`config.mk`:
```
export PLATFORM = sky130hd
export DESIGN_NAME = align_top
export DESIGN_NICKNAME = d
export VERILOG_FILES = /design/src/logic/align_pkg.sv /design/src/logic/align_top.sv /design/src/logic/traceback.sv /design/src/logic/fill_engine.sv /design/src/logic/align_ctrl.sv /design/src/logic/align_regs.sv /design/src/logic/matrix_ram.sv
export VERILOG_INCLUDE_DIRS = /design/src /design/src/logic
export SDC_FILE = /design/constraint.sdc
export NUM_CORES = 2
export LEC_CHECK = 0
export ABC_AREA = 0
export BUFFER_PORTS_ARGS = -buffer_cell sky130_fd_sc_hd__buf_2
export CAP_MARGIN = 0
export CORE_MARGIN = 2
export CORE_UTILIZATION = 30
export DETAILED_ROUTE_END_ITERATION = 6
export PLACE_DENSITY = 0.48
export REMOVE_ABC_BUFFERS = 1
export SLEW_MARGIN = 20
export SYNTH_ARGS = -nofsm -noshare
export SYNTH_HDL_FRONTEND = slang
export SYNTH_SLANG_ARGS = --single-unit
```
`constraint.sdc`:
```
create_clock -name clk -period 27.5 [get_ports clk]
set_input_delay 5.5 -clock clk [delete_from_list [all_inputs] [get_ports clk]]
set_output_delay 5.5 -clock clk [all_outputs]
set_load 0.05 [all_outputs]
```
`src/logic/align_consts.svh`:
```
`ifndef ALIGN_CONSTS_SVH
`define ALIGN_CONSTS_SVH

`define SEQ_LEN     8
`define GROUP       4
`define MAT_DIM     (`SEQ_LEN + 1)
`define MAT_ENTRIES (`MAT_DIM * `MAT_DIM)
`define ADDR_W      7                    // holds MAT_ENTRIES = 81
`define IDX_W       4                    // row and column index, 0..SEQ_LEN
`define BCNT_W      5                    // border counter, 0..2*SEQ_LEN
`define RCNT_W      3                    // read counter, 0..GROUP+1
`define CCNT_W      2                    // cell counter within a group

// register map
`define CFG_ADDR_W   5
`define REG_SEQ_A    0
`define REG_SEQ_B    8
`define REG_MATCH    16
`define REG_MISMATCH 17
`define REG_GAP      18
`define REG_START    19

`endif
```
`src/logic/align_pkg.sv`:
```
`default_nettype none

package align_pkg;

    // ~~~~~~~~~~~~~~~~~~~~
    // data types

    typedef logic [1:0] base_t;          // A=0, C=1, G=2, T=3

    typedef logic signed [9:0] score_t;

    typedef enum logic [1:0] {
        DIR_DIAG = 2'd0,
        DIR_UP   = 2'd1,
        DIR_LEFT = 2'd2,
        DIR_NONE = 2'd3                  // origin cell only
    } dir_t;

    typedef enum logic [1:0] {
        OP_MATCH = 2'd0,
        OP_SUB   = 2'd1,
        OP_INS   = 2'd2,                 // gap in sequence a
        OP_DEL   = 2'd3                  // gap in sequence b
    } op_t;

    // ~~~~~~~~~~~~~~~~~~~~
    // controller states

    typedef enum logic [2:0] {
        IDLE    = 3'b000,
        INIT    = 3'b001,
        READ    = 3'b010,
        CHANGE  = 3'b011,
        FILLING = 3'b100,
        TRACE_B = 3'b101
    } state_t;

endpackage

`default_nettype wire

```
`src/logic/align_top.sv`:
```
`default_nettype none
`timescale 1ns/1ps

`include "align_consts.svh"

module align_top (
    input  wire logic                   clk,
    input  wire logic                   rst,
    input  wire logic                   cfg_we,
    input  wire logic [`CFG_ADDR_W-1:0] cfg_addr,
    input  wire logic [7:0]             cfg_wdata,
    output align_pkg::op_t              op,
    output logic                        op_valid,
    output align_pkg::score_t           score,
    output logic                        done,
    output logic                        busy
);

    logic start;
    logic end_init;
    logic calculated;
    logic hit_4;
    logic end_filling;
    logic end_traceB;
    logic we;
    logic en_init;
    logic en_read;
    logic en_ins;
    logic en_traceB;
    logic change_index;

    align_pkg::base_t [`SEQ_LEN-1:0] seq_a;
    align_pkg::base_t [`SEQ_LEN-1:0] seq_b;
    align_pkg::score_t               match_sc;
    align_pkg::score_t               mismatch_sc;
    align_pkg::score_t               gap_sc;

    logic [`ADDR_W-1:0] wr_addr;
    logic [`ADDR_W-1:0] fill_rd_addr;
    logic [`ADDR_W-1:0] trace_rd_addr;
    align_pkg::score_t  wr_score;
    align_pkg::score_t  fill_rd_score;
    align_pkg::score_t  trace_rd_score;
    align_pkg::dir_t    wr_dir;
    align_pkg::dir_t    trace_rd_dir;

    align_regs u_regs (
        .clk(clk), .rst(rst), .cfg_we(cfg_we), .cfg_addr(cfg_addr), .cfg_wdata(cfg_wdata),
        .done(done), .seq_a(seq_a), .seq_b(seq_b), .match_sc(match_sc),
        .mismatch_sc(mismatch_sc), .gap_sc(gap_sc), .start(start), .busy(busy)
    );

    align_ctrl u_ctrl (
        .clk(clk), .rst(rst), .start(start), .end_init(end_init),
        .calculated(calculated), .hit_4(hit_4), .end_filling(end_filling),
        .end_traceB(end_traceB), .we(we), .en_init(en_init), .en_read(en_read),
        .en_ins(en_ins), .en_traceB(en_traceB), .change_index(change_index)
    );

    fill_engine u_fill (
        .clk(clk), .rst(rst), .we(we), .en_init(en_init), .en_read(en_read),
        .en_ins(en_ins), .change_index(change_index), .seq_a(seq_a), .seq_b(seq_b),
        .match_sc(match_sc), .mismatch_sc(mismatch_sc), .gap_sc(gap_sc),
        .rd_score(fill_rd_score), .wr_addr(wr_addr), .wr_score(wr_score),
        .wr_dir(wr_dir), .rd_addr(fill_rd_addr), .end_init(end_init),
        .calculated(calculated), .hit_4(hit_4), .end_filling(end_filling)
    );

    traceback u_trace (
        .clk(clk), .rst(rst), .en_traceB(en_traceB), .rd_score(trace_rd_score),
        .rd_dir(trace_rd_dir), .seq_a(seq_a), .seq_b(seq_b), .rd_addr(trace_rd_addr),
        .op(op), .op_valid(op_valid), .score(score), .done(done),
        .end_traceB(end_traceB)
    );

    // ~~~~~~~~~~~~~~~~~~~~
    // score and direction matrices share the write address

    matrix_ram #(.T(align_pkg::score_t)) u_score_ram (
        .clk(clk), .wr_en(we), .wr_addr(wr_addr), .wr_data(wr_score),
        .rd_addr_a(fill_rd_addr), .rd_addr_b(trace_rd_addr),
        .rd_data_a(fill_rd_score), .rd_data_b(trace_rd_score)
    );

    matrix_ram #(.T(align_pkg::dir_t)) u_dir_ram (
        .clk(clk), .wr_en(we), .wr_addr(wr_addr), .wr_data(wr_dir),
        .rd_addr_a(fill_rd_addr), .rd_addr_b(trace_rd_addr),
        .rd_data_a(), .rd_data_b(trace_rd_dir)
    );

endmodule

`default_nettype wire

```
`src/logic/traceback.sv`:
```
`default_nettype none
`timescale 1ns/1ps

`include "align_consts.svh"

module traceback (
    input  wire logic                          clk,
    input  wire logic                          rst,
    input  wire logic                          en_traceB,
    input  wire align_pkg::score_t             rd_score,
    input  wire align_pkg::dir_t               rd_dir,
    input  wire align_pkg::base_t [`SEQ_LEN-1:0] seq_a,
    input  wire align_pkg::base_t [`SEQ_LEN-1:0] seq_b,
    output logic [`ADDR_W-1:0]                 rd_addr,
    output align_pkg::op_t                     op,
    output logic                               op_valid,
    output align_pkg::score_t                  score,
    output logic                               done,
    output logic                               end_traceB
);

    logic [`IDX_W-1:0] i;
    logic [`IDX_W-1:0] j;
    logic              phase;                // 0 address, 1 data back
    logic              at_origin;
    logic              at_corner;
    align_pkg::op_t    next_op;

    assign at_origin  = (i == '0) && (j == '0);
    assign at_corner  = (i == `IDX_W'(`SEQ_LEN)) && (j == `IDX_W'(`SEQ_LEN));
    assign end_traceB = en_traceB && at_origin;
    assign done       = end_traceB;
    assign rd_addr    = `ADDR_W'(i * `MAT_DIM + j);

    always_comb begin
        case (rd_dir)
            align_pkg::DIR_DIAG: begin
                next_op = (seq_a[i - 1'b1] == seq_b[j - 1'b1]) ?
                          align_pkg::OP_MATCH : align_pkg::OP_SUB;
            end
            align_pkg::DIR_UP: next_op = align_pkg::OP_DEL;
            default:           next_op = align_pkg::OP_INS;
        endcase
    end

    always_ff @(posedge clk or posedge rst) begin
        if (rst) begin
            i        <= `IDX_W'(`SEQ_LEN);
            j        <= `IDX_W'(`SEQ_LEN);
            phase    <= 1'b0;
            op_valid <= 1'b0;
        end else begin
            op_valid <= 1'b0;
            if (!en_traceB) begin
                i     <= `IDX_W'(`SEQ_LEN);  // park at the corner for the next run
                j     <= `IDX_W'(`SEQ_LEN);
                phase <= 1'b0;
            end else if (!at_origin) begin
                phase <= ~phase;
                if (phase) begin
                    op_valid <= 1'b1;
                    case (rd_dir)
                        align_pkg::DIR_DIAG: begin
                            i <= i - 1'b1;
                            j <= j - 1'b1;
                        end
                        align_pkg::DIR_UP:   i <= i - 1'b1;
                        align_pkg::DIR_LEFT: j <= j - 1'b1;
                        default: ;
                    endcase
                end
            end
        end
    end

    always_ff @(posedge clk) begin
        if (en_traceB && phase) begin
            op <= next_op;
            if (at_corner) begin
                score <= rd_score;
            end
        end
    end

endmodule

`default_nettype wire

```
`src/logic/fill_engine.sv`:
```
`default_nettype none
`timescale 1ns/1ps

`include "align_consts.svh"

module fill_engine (
    input  wire logic                          clk,
    input  wire logic                          rst,
    input  wire logic                          we,
    input  wire logic                          en_init,
    input  wire logic                          en_read,
    input  wire logic                          en_ins,
    input  wire logic                          change_index,
    input  wire align_pkg::base_t [`SEQ_LEN-1:0] seq_a,
    input  wire align_pkg::base_t [`SEQ_LEN-1:0] seq_b,
    input  wire align_pkg::score_t             match_sc,
    input  wire align_pkg::score_t             mismatch_sc,
    input  wire align_pkg::score_t             gap_sc,
    input  wire align_pkg::score_t             rd_score,
    output logic [`ADDR_W-1:0]                 wr_addr,
    output align_pkg::score_t                  wr_score,
    output align_pkg::dir_t                    wr_dir,
    output logic [`ADDR_W-1:0]                 rd_addr,
    output logic                               end_init,
    output logic                               calculated,
    output logic                               hit_4,
    output logic                               end_filling
);

    logic [`BCNT_W-1:0] bcnt;
    logic [`IDX_W-1:0]  row;
    logic [`IDX_W-1:0]  gcol;
    logic [`IDX_W-1:0]  col;
    logic [`RCNT_W-1:0] rcnt;
    logic [`CCNT_W-1:0] ccnt;
    logic               reading;
    logic               last_group;
    logic               on_row0;
    logic [`IDX_W-1:0]  bidx;

    align_pkg::score_t window [`GROUP+1];  // row above, columns gcol-1 .. gcol+3
    align_pkg::score_t left;
    align_pkg::score_t diag_c;
    align_pkg::score_t up_c;
    align_pkg::score_t left_c;
    align_pkg::score_t best;
    align_pkg::dir_t   best_dir;

    assign reading    = en_read && !change_index;
    assign last_group = gcol == `IDX_W'(`SEQ_LEN - `GROUP + 1);
    assign col        = gcol + `IDX_W'(ccnt);

    assign end_init    = en_init && (bcnt == `BCNT_W'(2 * `SEQ_LEN));
    assign calculated  = reading && (rcnt == `RCNT_W'(`GROUP + 1));
    assign hit_4       = en_ins && (ccnt == `CCNT_W'(`GROUP - 1));
    assign end_filling = hit_4 && last_group && (row == `IDX_W'(`SEQ_LEN));

    // ~~~~~~~~~~~~~~~~~~~~
    // border cells, row 0 first and then column 0

    assign on_row0 = bcnt <= `BCNT_W'(`SEQ_LEN);
    assign bidx    = on_row0 ? `IDX_W'(bcnt) : `IDX_W'(bcnt - `BCNT_W'(`SEQ_LEN));

    // ~~~~~~~~~~~~~~~~~~~~
    // one inner cell per cycle

    assign diag_c = window[ccnt] + ((seq_a[row - 1'b1] == seq_b[col - 1'b1]) ?
                                    match_sc : mismatch_sc);
    assign up_c   = window[`RCNT_W'(ccnt) + 1'b1] + gap_sc;
    assign left_c = left + gap_sc;

    always_comb begin
        if (diag_c >= up_c && diag_c >= left_c) begin
            best     = diag_c;
            best_dir = align_pkg::DIR_DIAG;
        end else if (up_c >= left_c) begin
            best     = up_c;
            best_dir = align_pkg::DIR_UP;
        end else begin
            best     = left_c;
            best_dir = align_pkg::DIR_LEFT;
        end
    end

    always_comb begin
        if (en_init) begin
            wr_addr  = on_row0 ? `ADDR_W'(bidx) : `ADDR_W'(bidx * `MAT_DIM);
            wr_score = align_pkg::score_t'(bidx) * gap_sc;
            if (bcnt == '0) begin
                wr_dir = align_pkg::DIR_NONE;
            end else begin
                wr_dir = on_row0 ? align_pkg::DIR_LEFT : align_pkg::DIR_UP;
            end
        end else begin
            wr_addr  = `ADDR_W'(row * `MAT_DIM + col);
            wr_score = best;
            wr_dir   = best_dir;
        end
    end

    assign rd_addr = `ADDR_W'((row - 1'b1) * `MAT_DIM + gcol - 1'b1 + rcnt);

    always_ff @(posedge clk or posedge rst) begin
        if (rst) begin
            bcnt <= '0;
            row  <= `IDX_W'(1);
            gcol <= `IDX_W'(1);
            rcnt <= '0;
            ccnt <= '0;
        end else begin
            if (we && en_init) begin
                bcnt <= end_init ? '0 : bcnt + 1'b1;
                row  <= `IDX_W'(1);
                gcol <= `IDX_W'(1);
            end
            if (reading) begin
                rcnt <= calculated ? '0 : rcnt + 1'b1;
            end
            if (we && en_ins) begin
                ccnt <= ccnt + 1'b1;         // wraps to zero after the fourth cell
            end
            if (change_index) begin
                if (last_group) begin
                    gcol <= `IDX_W'(1);
                    row  <= row + 1'b1;
                end else begin
                    gcol <= gcol + `IDX_W'(`GROUP);
                end
            end
        end
    end

    always_ff @(posedge clk) begin
        if (reading && rcnt != '0) begin
            window[rcnt - 1'b1] <= rd_score;
        end
        if (reading && rcnt == '0 && gcol == `IDX_W'(1)) begin
            left <= align_pkg::score_t'(row) * gap_sc;  // column 0 border of this row
        end
        if (we && en_ins) begin
            left <= best;
        end
    end

endmodule

`default_nettype wire

```
`src/logic/align_ctrl.sv`:
```
`default_nettype none
`timescale 1ns/1ps

module align_ctrl (
    input  wire logic clk,
    input  wire logic rst,
    input  wire logic start,
    input  wire logic end_init,
    input  wire logic calculated,
    input  wire logic hit_4,
    input  wire logic end_filling,
    input  wire logic end_traceB,
    output logic      we,
    output logic      en_init,
    output logic      en_read,
    output logic      en_ins,
    output logic      en_traceB,
    output logic      change_index
);

    align_pkg::state_t state;
    align_pkg::state_t state_next;

    always_ff @(posedge clk or posedge rst) begin
        if (rst) begin
            state <= align_pkg::IDLE;
        end else begin
            state <= state_next;
        end
    end

    always_comb begin
        state_next = state;
        case (state)
            align_pkg::IDLE:    if (start) state_next = align_pkg::INIT;
            align_pkg::INIT:    if (end_init) state_next = align_pkg::READ;
            align_pkg::READ:    if (calculated) state_next = align_pkg::FILLING;
            align_pkg::CHANGE:  state_next = align_pkg::READ;
            align_pkg::FILLING: begin
                if (hit_4) begin
                    state_next = end_filling ? align_pkg::TRACE_B : align_pkg::CHANGE;
                end
            end
            align_pkg::TRACE_B: if (end_traceB) state_next = align_pkg::IDLE;
            default:            state_next = align_pkg::IDLE;
        endcase
    end

    // ~~~~~~~~~~~~~~~~~~~~
    // enables decoded from the state alone

    always_comb begin
        we           = 1'b0;
        en_init      = 1'b0;
        en_read      = 1'b0;
        en_ins       = 1'b0;
        en_traceB    = 1'b0;
        change_index = 1'b0;
        case (state)
            align_pkg::INIT: begin
                we      = 1'b1;
                en_init = 1'b1;
            end
            align_pkg::READ: en_read = 1'b1;
            align_pkg::CHANGE: begin
                en_read      = 1'b1;         // the engine tells CHANGE apart by change_index
                change_index = 1'b1;
            end
            align_pkg::FILLING: begin
                we     = 1'b1;
                en_ins = 1'b1;
            end
            align_pkg::TRACE_B: en_traceB = 1'b1;
            default: ;
        endcase
    end

endmodule

`default_nettype wire

```
`src/logic/align_regs.sv`:
```
`default_nettype none
`timescale 1ns/1ps

`include "align_consts.svh"

module align_regs (
    input  wire logic                          clk,
    input  wire logic                          rst,
    input  wire logic                          cfg_we,
    input  wire logic [`CFG_ADDR_W-1:0]        cfg_addr,
    input  wire logic [7:0]                    cfg_wdata,
    input  wire logic                          done,
    output align_pkg::base_t [`SEQ_LEN-1:0]    seq_a,
    output align_pkg::base_t [`SEQ_LEN-1:0]    seq_b,
    output align_pkg::score_t                  match_sc,
    output align_pkg::score_t                  mismatch_sc,
    output align_pkg::score_t                  gap_sc,
    output logic                               start,
    output logic                               busy
);

    logic              cfg_open;
    logic              start_wr;
    align_pkg::score_t wdata_sx;

    assign cfg_open = cfg_we && !busy;
    assign start_wr = cfg_open && (cfg_addr == `CFG_ADDR_W'(`REG_START));
    assign wdata_sx = align_pkg::score_t'(signed'(cfg_wdata));

    always_ff @(posedge clk or posedge rst) begin
        if (rst) begin
            start <= 1'b0;
            busy  <= 1'b0;
        end else begin
            start <= start_wr;               // single cycle pulse
            if (start_wr) begin
                busy <= 1'b1;
            end else if (done) begin
                busy <= 1'b0;
            end
        end
    end

    // the low three address bits select the base within either sequence
    always_ff @(posedge clk) begin
        if (cfg_open) begin
            if (cfg_addr < `CFG_ADDR_W'(`REG_SEQ_B)) begin
                seq_a[cfg_addr[2:0]] <= cfg_wdata[1:0];
            end else if (cfg_addr < `CFG_ADDR_W'(`REG_MATCH)) begin
                seq_b[cfg_addr[2:0]] <= cfg_wdata[1:0];
            end else if (cfg_addr == `CFG_ADDR_W'(`REG_MATCH)) begin
                match_sc <= wdata_sx;
            end else if (cfg_addr == `CFG_ADDR_W'(`REG_MISMATCH)) begin
                mismatch_sc <= wdata_sx;
            end else if (cfg_addr == `CFG_ADDR_W'(`REG_GAP)) begin
                gap_sc <= wdata_sx;
            end
        end
    end

endmodule

`default_nettype wire

```
`src/logic/matrix_ram.sv`:
```
`default_nettype none
`timescale 1ns/1ps

`include "align_consts.svh"

module matrix_ram #(
    parameter type T = align_pkg::score_t
) (
    input  wire logic                clk,
    input  wire logic                wr_en,
    input  wire logic [`ADDR_W-1:0]  wr_addr,
    input  wire T                    wr_data,
    input  wire logic [`ADDR_W-1:0]  rd_addr_a,
    input  wire logic [`ADDR_W-1:0]  rd_addr_b,
    output T                         rd_data_a,
    output T                         rd_data_b
);

    T mem [`MAT_ENTRIES];

    always_ff @(posedge clk) begin
        if (wr_en) begin
            mem[wr_addr] <= wr_data;
        end
        rd_data_a <= mem[rd_addr_a];     // data one cycle after the address
        rd_data_b <= mem[rd_addr_b];
    end

endmodule

`default_nettype wire

```
**Word level (Yosys, flattened, before mapping)**

Memory sizes are Yosys's and may differ from the RTL's. A register that Yosys moved wholly into a read port is not among the register bits.
Cells that the tools add are included.

- Multipliers: 6
- Equality and inequality tests: 30
- Bitwise gates (word level): 5
- Magnitude comparators: 12
- Add/sub/neg operators: 22
- Muxes and demuxes: 68
- Divide/modulo/power cells: 0
- Shift operators: 0
- Reduce and logical (&&, ||, !) cells: 44

Operators by type and width:

| kind | count |
|---|---|
| $mux 10 | 6 |
| $mux 4 | 15 |
| $bwmux 16 | 2 |
| $mul 32x4->7 const B | 1 |
| $ge 10x10->1 | 3 |
| $eq 5x5->1 const B | 5 |
| $bmux 2 s3 | 4 |
| $add 7x4->7 | 3 |
| $mul 4x4->7 const B | 3 |
| $mux 3 | 7 |
| $add 10x8->10 | 2 |
| $mul 5x8->10 | 2 |
| $mux 2 | 10 |
| $logic_and 1x1->1 | 19 |
| $mux 1 | 18 |
| $pmux 3 s6 | 1 |
| $lt 4x4->1 const B | 4 |
| $sub 4x1->4 const B | 4 |
| $mux 7 | 2 |
| $eq 4x4->1 const B | 3 |
| $ne 2x2->1 const B | 6 |
| $add 10x10->10 | 1 |
| $reduce_and 5->1 | 2 |
| $eq 3x3->1 const B | 3 |
| other kinds (41) | 61 |

- Memories: 3
- Input port bits: 16
- Latch bits: 0
- Memory bits (read-only): 0
- Register bits: 111
- Memory bits (writable): 1022

Memory list:

| name | depth | width | rd ports | clocked after Yosys merged registers in | write ports | RTL line | source |
|---|---|---|---|---|---|---|---|
| u_score_ram.mem | 81 | 10 | 2 | 2 | 1 | matrix_ram.sv:19 | `` T mem [`MAT_ENTRIES]; `` |
| u_dir_ram.mem | 81 | 2 | 1 | 1 | 1 | matrix_ram.sv:19 |  |
| u_fill.window | 5 | 10 | 2 | 0 | 1 | fill_engine.sv:41 | `` align_pkg::score_t window [`GROUP+1]; `` |

**Depth between registers and ports, before layout**

- Depth after elaboration: 11
- Depth in mapped cells: 28
- Mapped depth without buffers: 27

**By module**

A second synthesis with hierarchy kept.

- Cells, all modules: 3712
- Area, all modules: 59295.6 µm²

Modules (own cells, without submodules):

| module | sequential area each (µm²) | cells each | area an instance (µm²) | times used |
|---|---|---|---|---|
| matrix_ram at u_score_ram | 24723.7 | 2047 | 38399.3 | 1 |
| fill_engine | 2229.6 | 887 | 8937.3 | 1 |
| matrix_ram at u_dir_ram | 4944.7 | 528 | 8260.4 | 1 |
| align_regs | 1731.7 | 101 | 1980.6 | 1 |
| traceback | 613.1 | 123 | 1487.7 | 1 |
| align_ctrl | 75.1 | 26 | 230.2 | 1 |

**Worst setup path before layout**

OpenSTA, ideal clock, no wires.

- Kind: register to register
- Start point: reg u_fill.row[0]
- End point: mem u_score_ram.mem[0][0] in the netlist's numbering (data pin)
- Arrival: 9.255 ns
- Slack: 17.390 ns
- Buffers on the path: 3
- Clock period less this slack: 10.110 ns
- Cell stages (with the launch flop): 27
- Required time: 26.644 ns
- Path through: dfstp_2 > buf_2 > clkbuf_1 > inv_1 > ha_1 > mux4_2 > mux2i_1 > xnor2_1 > nand2_1 > mux2_2 > ha_1 > inv_1 > fa_1 > nor2b_1 > o21ai_0 > a21boi_1 > o21ai_0 > a21oi_1 > or3_1 > and2_1 > ha_1 > a2111oi_0 > a21oi_1 > a311oi_1 > clkbuf_1 > nor3_1 > o31ai_1

- Cells in the longest elaborated chain, start to end: 10

Ends and longest elaborated chain:

| element | RTL line | source |
|---|---|---|
| from (decl) | fill_engine.sv:31 | `` logic [`IDX_W-1:0] row; `` |
| from (signal assigned) | fill_engine.sv:106 | `` row <= `IDX_W'(1); `` |
| from (signal assigned) | fill_engine.sv:113 | `` row <= `IDX_W'(1); `` |
| from (signal assigned) | fill_engine.sv:125 | `row <= row + 1'b1;` |
| $sub 4x1->4 * | fill_engine.sv:67 | `assign diag_c = window[ccnt] + ((seq_a[row - 1'b1] == seq_b[col - 1'b1]) ?` |
| $bmux 2 s3 * | fill_engine.sv:67 |  |
| $mux 2 (implied by the code) * | fill_engine.sv:67 |  |
| $eq 2x2->1 * | fill_engine.sv:67 |  |
| $mux 10 * | fill_engine.sv:67 |  |
| $add 10x10->10 * | fill_engine.sv:67 |  |
| $ge 10x10->1 | fill_engine.sv:73 | `if (diag_c >= up_c && diag_c >= left_c) begin` |
| $logic_and 1x1->1 | fill_engine.sv:73 |  |
| $mux 10 * | fill_engine.sv:73 |  |
| $mux 10 * | fill_engine.sv:86 | `if (en_init) begin` |
| named net u_fill.wr_score[0] | fill_engine.sv:21 | `output align_pkg::score_t wr_score,` |
| to (decl) | matrix_ram.sv:19 |  |

Mark *: on every way through the listed nets, which the timed path passes. The rest lies on a longest branch. The select of a mux whose other input is x is not followed.

**Worst setup path in the final report**

- Start point: reg u_fill.row[0]
- End point: mem u_score_ram.mem[74][9] in the netlist's numbering (data pin)

The elaborated chain is that of the path after synthesis.

==> reports/qor.csv <==
stage,metric,value,unit
logic_synthesis,synth-compound-area-share,2.65,%
cts,tritoncts,yes,
die,chipHeight,438,µm
drt,wl_per_cell,28.8,µm
die,io_pins,31,
global_route,gr-total-overflow,0,
global_route,grt_max_degree,103,
setup_path,startpoint_type,flip-flop,
logic_synthesis,synth_fa_ha_area_share,4.56,%
setup_path,r2r_start,u_fill.row[0],
final_layout,drive_gt1_share,31.0,%
global_route,use_met3,2.88,%
min_path,hp-class,flip-flop to flip-flop,
setup_path,rrSetupSlack,19.12,ns
global_route,grt.total_usage,17.4,%
die,fp.dieW,438,µm
logic_synthesis,ys_ff_latch,1154,
drt,drt-total-wl,167000,µm
final_layout,syn_to_final_growth,14.6,%
final_layout,nets,3403,
global_route,gr-usage-met1,24.8,%
sta,fin_crit,8.38,ns
logic_synthesis,synthSimpleGateAreaFrac,3.49,%
logic_synthesis,synth_top_area_share,58.5,%
logic_synthesis,synthesis.area,56500,µm²
cts,numCtsBuffers,131,
drt,ant_nets,0,
global_route,first_global_vias,31200,
global_route,grt-busiest-layer,met2,
logic_synthesis,post-synth-top-count-cell,edfxtp_1,
die,design.die.area,192000,µm²
sta,fmax,119,MHz
cts,root_buffer,clkbuf_16,
setup_path,crit_end,u_score_ram.mem[74][9],
sta,tightest_slew,1.06,ns
setup_path,path_max_fanout,81,
setup_path,endpoint_kind,flip-flop,
sta,finalHoldViolCount,0,
logic_synthesis,synthFlopType,edfxtp_1,
cts,clkTransAtPathRegs,0.06,ns
setup_path,worstPathArrival,8.80,ns
setup_path,path_class,flip-flop to flip-flop,
cts,holdBufCountCts,0,
drt,vias,30900,
global_route,use_met2,27.7,%
cts,htree_num_levels,4,
logic_synthesis,synthCells,3073,
die,rows,159,
cts,cts_max_path_buffers,3,
cts,cts.sinks,1154,
drt,via_per_inst,5.32,
logic_synthesis,synthTopCellsByArea,"edfxtp_1 59%, mux4_2 23%, ha_1 3.3%, fa_1 1.3%, dfrtp_1 1.2%",
logic_synthesis,synth_mux_area_share,25.2,%
die,initial_core_util,30.1,%
outcome,status,finished clean,
sta,relSlewSlack,27.0,%
placement,dp_hpwl,104000,µm
logic_synthesis,syn-mean-instance-area,18.4,µm²
die,core,187000,µm²
setup_path,r2r_end,u_score_ram.mem[74][9],
logic_synthesis,synth_enable_flop_cells,1100,
drt,dr.pass1.iters,7,
cts,clk_latency,0.77,ns
sta,slew_viol_final,0,
sta,final-setup-viol-count,0,
logic_synthesis,synth_seq_area_share,60.7,%
logic_synthesis,synth_xor_area_share,1.33,%
cts,post_cts_resized,0,
logic_synthesis,async_reset_ff_share,2.77,%
global_route,antenna_found_initial,7,
drt,drtIter0Drc,2918,
logic_synthesis,yosys_warnings,0,
sta,timing.final.crit_share,30.5,%
logic_synthesis,synth.distinct_cells,60,
global_route,grt_pass1_wl,239000,µm
placement,gp_congestion,0.819,
setup_path,startpoint,u_fill.row[0],
logic_synthesis,yosys.area.top_type,edfxtp_1,
run,drv_cap,0,
logic_synthesis,ys_top_cells_by_count,"1,100 x edfxtp_1, 586 x mux4_2, 169 x nor2_1",
sta,tns,0,ns
setup_path,cp.required,27.92,ns
sta,fin_skew,0.0329,ns
sta,rsz0062_at_grt,no,
cts,post_cts_buffers,0,
logic_synthesis,synth_top_family_by_area,multiplexers,
placement,io_buffers,30,
drt,drc,0,
setup_path,r2r_cells,24,
## per-stage QoR
step	cell area, µm²	utilization (%)	instances	setup slack, ns	hold WS (ns)
after floorplan	55800	-	2902	16.13	0.386
after global placement	60500	32.3	5565	19.32	0.386
after detailed placement	60500	32.3	5565	19.15	0.390
after CTS	64700	34.5	5804	19.13	0.403
after global routing	64700	34.5	5804	18.32	0.406
final	64700	34.5	5807	19.12	0.403
## how the worst min path moves through the flow
stage,start,to,slack [ns],depth (start not counted)
finish,u_score_ram.rd_data_b[6],u_trace.score[6],0.40,0
global route,u_score_ram.rd_data_b[0],u_trace.score[0],0.41,0
CTS,u_score_ram.rd_data_b[4],u_trace.score[4],0.40,0
detailed placement,u_score_ram.rd_data_b[4],u_trace.score[4],0.39,0
global placement,u_score_ram.rd_data_b[5],u_trace.score[5],0.39,0
floorplan,u_score_ram.rd_data_b[0],u_trace.score[0],0.39,0
## sequential cells by signal, indices dropped and copies added (netlist names), 4 cells and up
| signal | cells |
|---|---|
| u_dir_ram.mem | 162 |
| u_fill.bcnt | 5 |
| u_fill.left | 10 |
| u_fill.row | 4 |
| u_fill.window | 50 |
| u_regs.gap_sc | 8 |
| u_regs.match_sc | 8 |
| u_regs.mismatch_sc | 8 |
| u_regs.seq_a | 16 |
| u_regs.seq_b | 16 |
| u_score_ram.mem | 810 |
| u_score_ram.rd_data_a | 10 |
| u_score_ram.rd_data_b | 10 |
| u_trace.i | 4 |
| u_trace.j | 4 |
| u_trace.score | 10 |
## cells by family after synthesis
kind of cell               count (synthesis)
other                                      2
adders and majority gates                184
buffers and inverters                    295
muxes                                    685
and+or+nand+nor                          433
xor gates and xnor gates                  84
DFF                                     1154
AOI/OAI and AO/OA                        236
## cells in the final DEF (no fill, tap or decap), types with 6 or more instances in the layout
| cell | n |
|---|---|
| a211oi_1 | 29 |
| a21o_1 | 16 |
| a21oi_1 | 69 |
| a31oi_1 | 6 |
| and2_1 | 46 |
| and3_1 | 7 |
| buf_2 | 30 |
| buf_4 | 134 |
| bufinv_16 | 8 |
| clkbuf_1 | 35 |
| clkbuf_16 | 134 |
| clkbuf_8 | 8 |
| clkinv_1 | 22 |
| clkinv_2 | 18 |
| dfrtp_1 | 28 |
| dfxtp_1 | 22 |
| edfxtp_1 | 1100 |
| fa_1 | 34 |
| ha_1 | 144 |
| inv_1 | 122 |
| mux2_2 | 39 |
| mux2i_1 | 59 |
| mux4_2 | 586 |
| nand2_1 | 110 |
| nand2b_1 | 10 |
| nand3_1 | 22 |
| nor2_1 | 167 |
| nor2b_1 | 11 |
| nor3_1 | 26 |
| o21a_1 | 8 |
| o21ai_0 | 37 |
| o21ai_1 | 8 |
| o21bai_1 | 10 |
| o31ai_1 | 11 |
| o31ai_4 | 10 |
| or3_1 | 8 |
| xnor2_1 | 50 |
| xor2_1 | 25 |
## critical path: stages (launching register included)
cell and delay [ns]:
dfstp_2 0.87, inv_1 0.18, ha_1 0.51, mux4_2 0.36, mux2i_1 0.22, xnor2_1 0.20, nand2_1 0.31, mux2_2 0.39
ha_1 0.20, inv_1 0.08, fa_1 0.21, nor2b_1 0.05, o21ai_0 0.20, a21boi_1 0.12, o21ai_0 0.22, a21oi_1 0.12
or3_1 0.37, and2_1 0.21, ha_1 0.31, a2111oi_0 0.39, a21oi_1 0.13, a311oi_2 0.89, o221ai_1 0.36, a31oi_4 0.28
buf_4 0.73
## final cells by class
type / count / area [µm²]
fill: 17700 / 123000
sequential: 1154 / 34300
multi-input combinational: 1624 / 21400
clock buffer: 177 / 3590
tap: 2495 / 3120
timing repair buffer: 168 / 1240
clock inverter: 62 / 604
inverter: 124 / 465
antenna: 3 / 7.51
## routing by layer
metal	wire length, µm	share of wire [%]	vias up
li1	-	-	12900
met4	4380	2.6	0
met3	8840	5.3	215
met5	0	0	-
met1	74700	45	16800
met2	79300	47	918
Power is not shown: default switching activity piles up to over one toggle a cycle in this logic, so the estimate is an artifact.
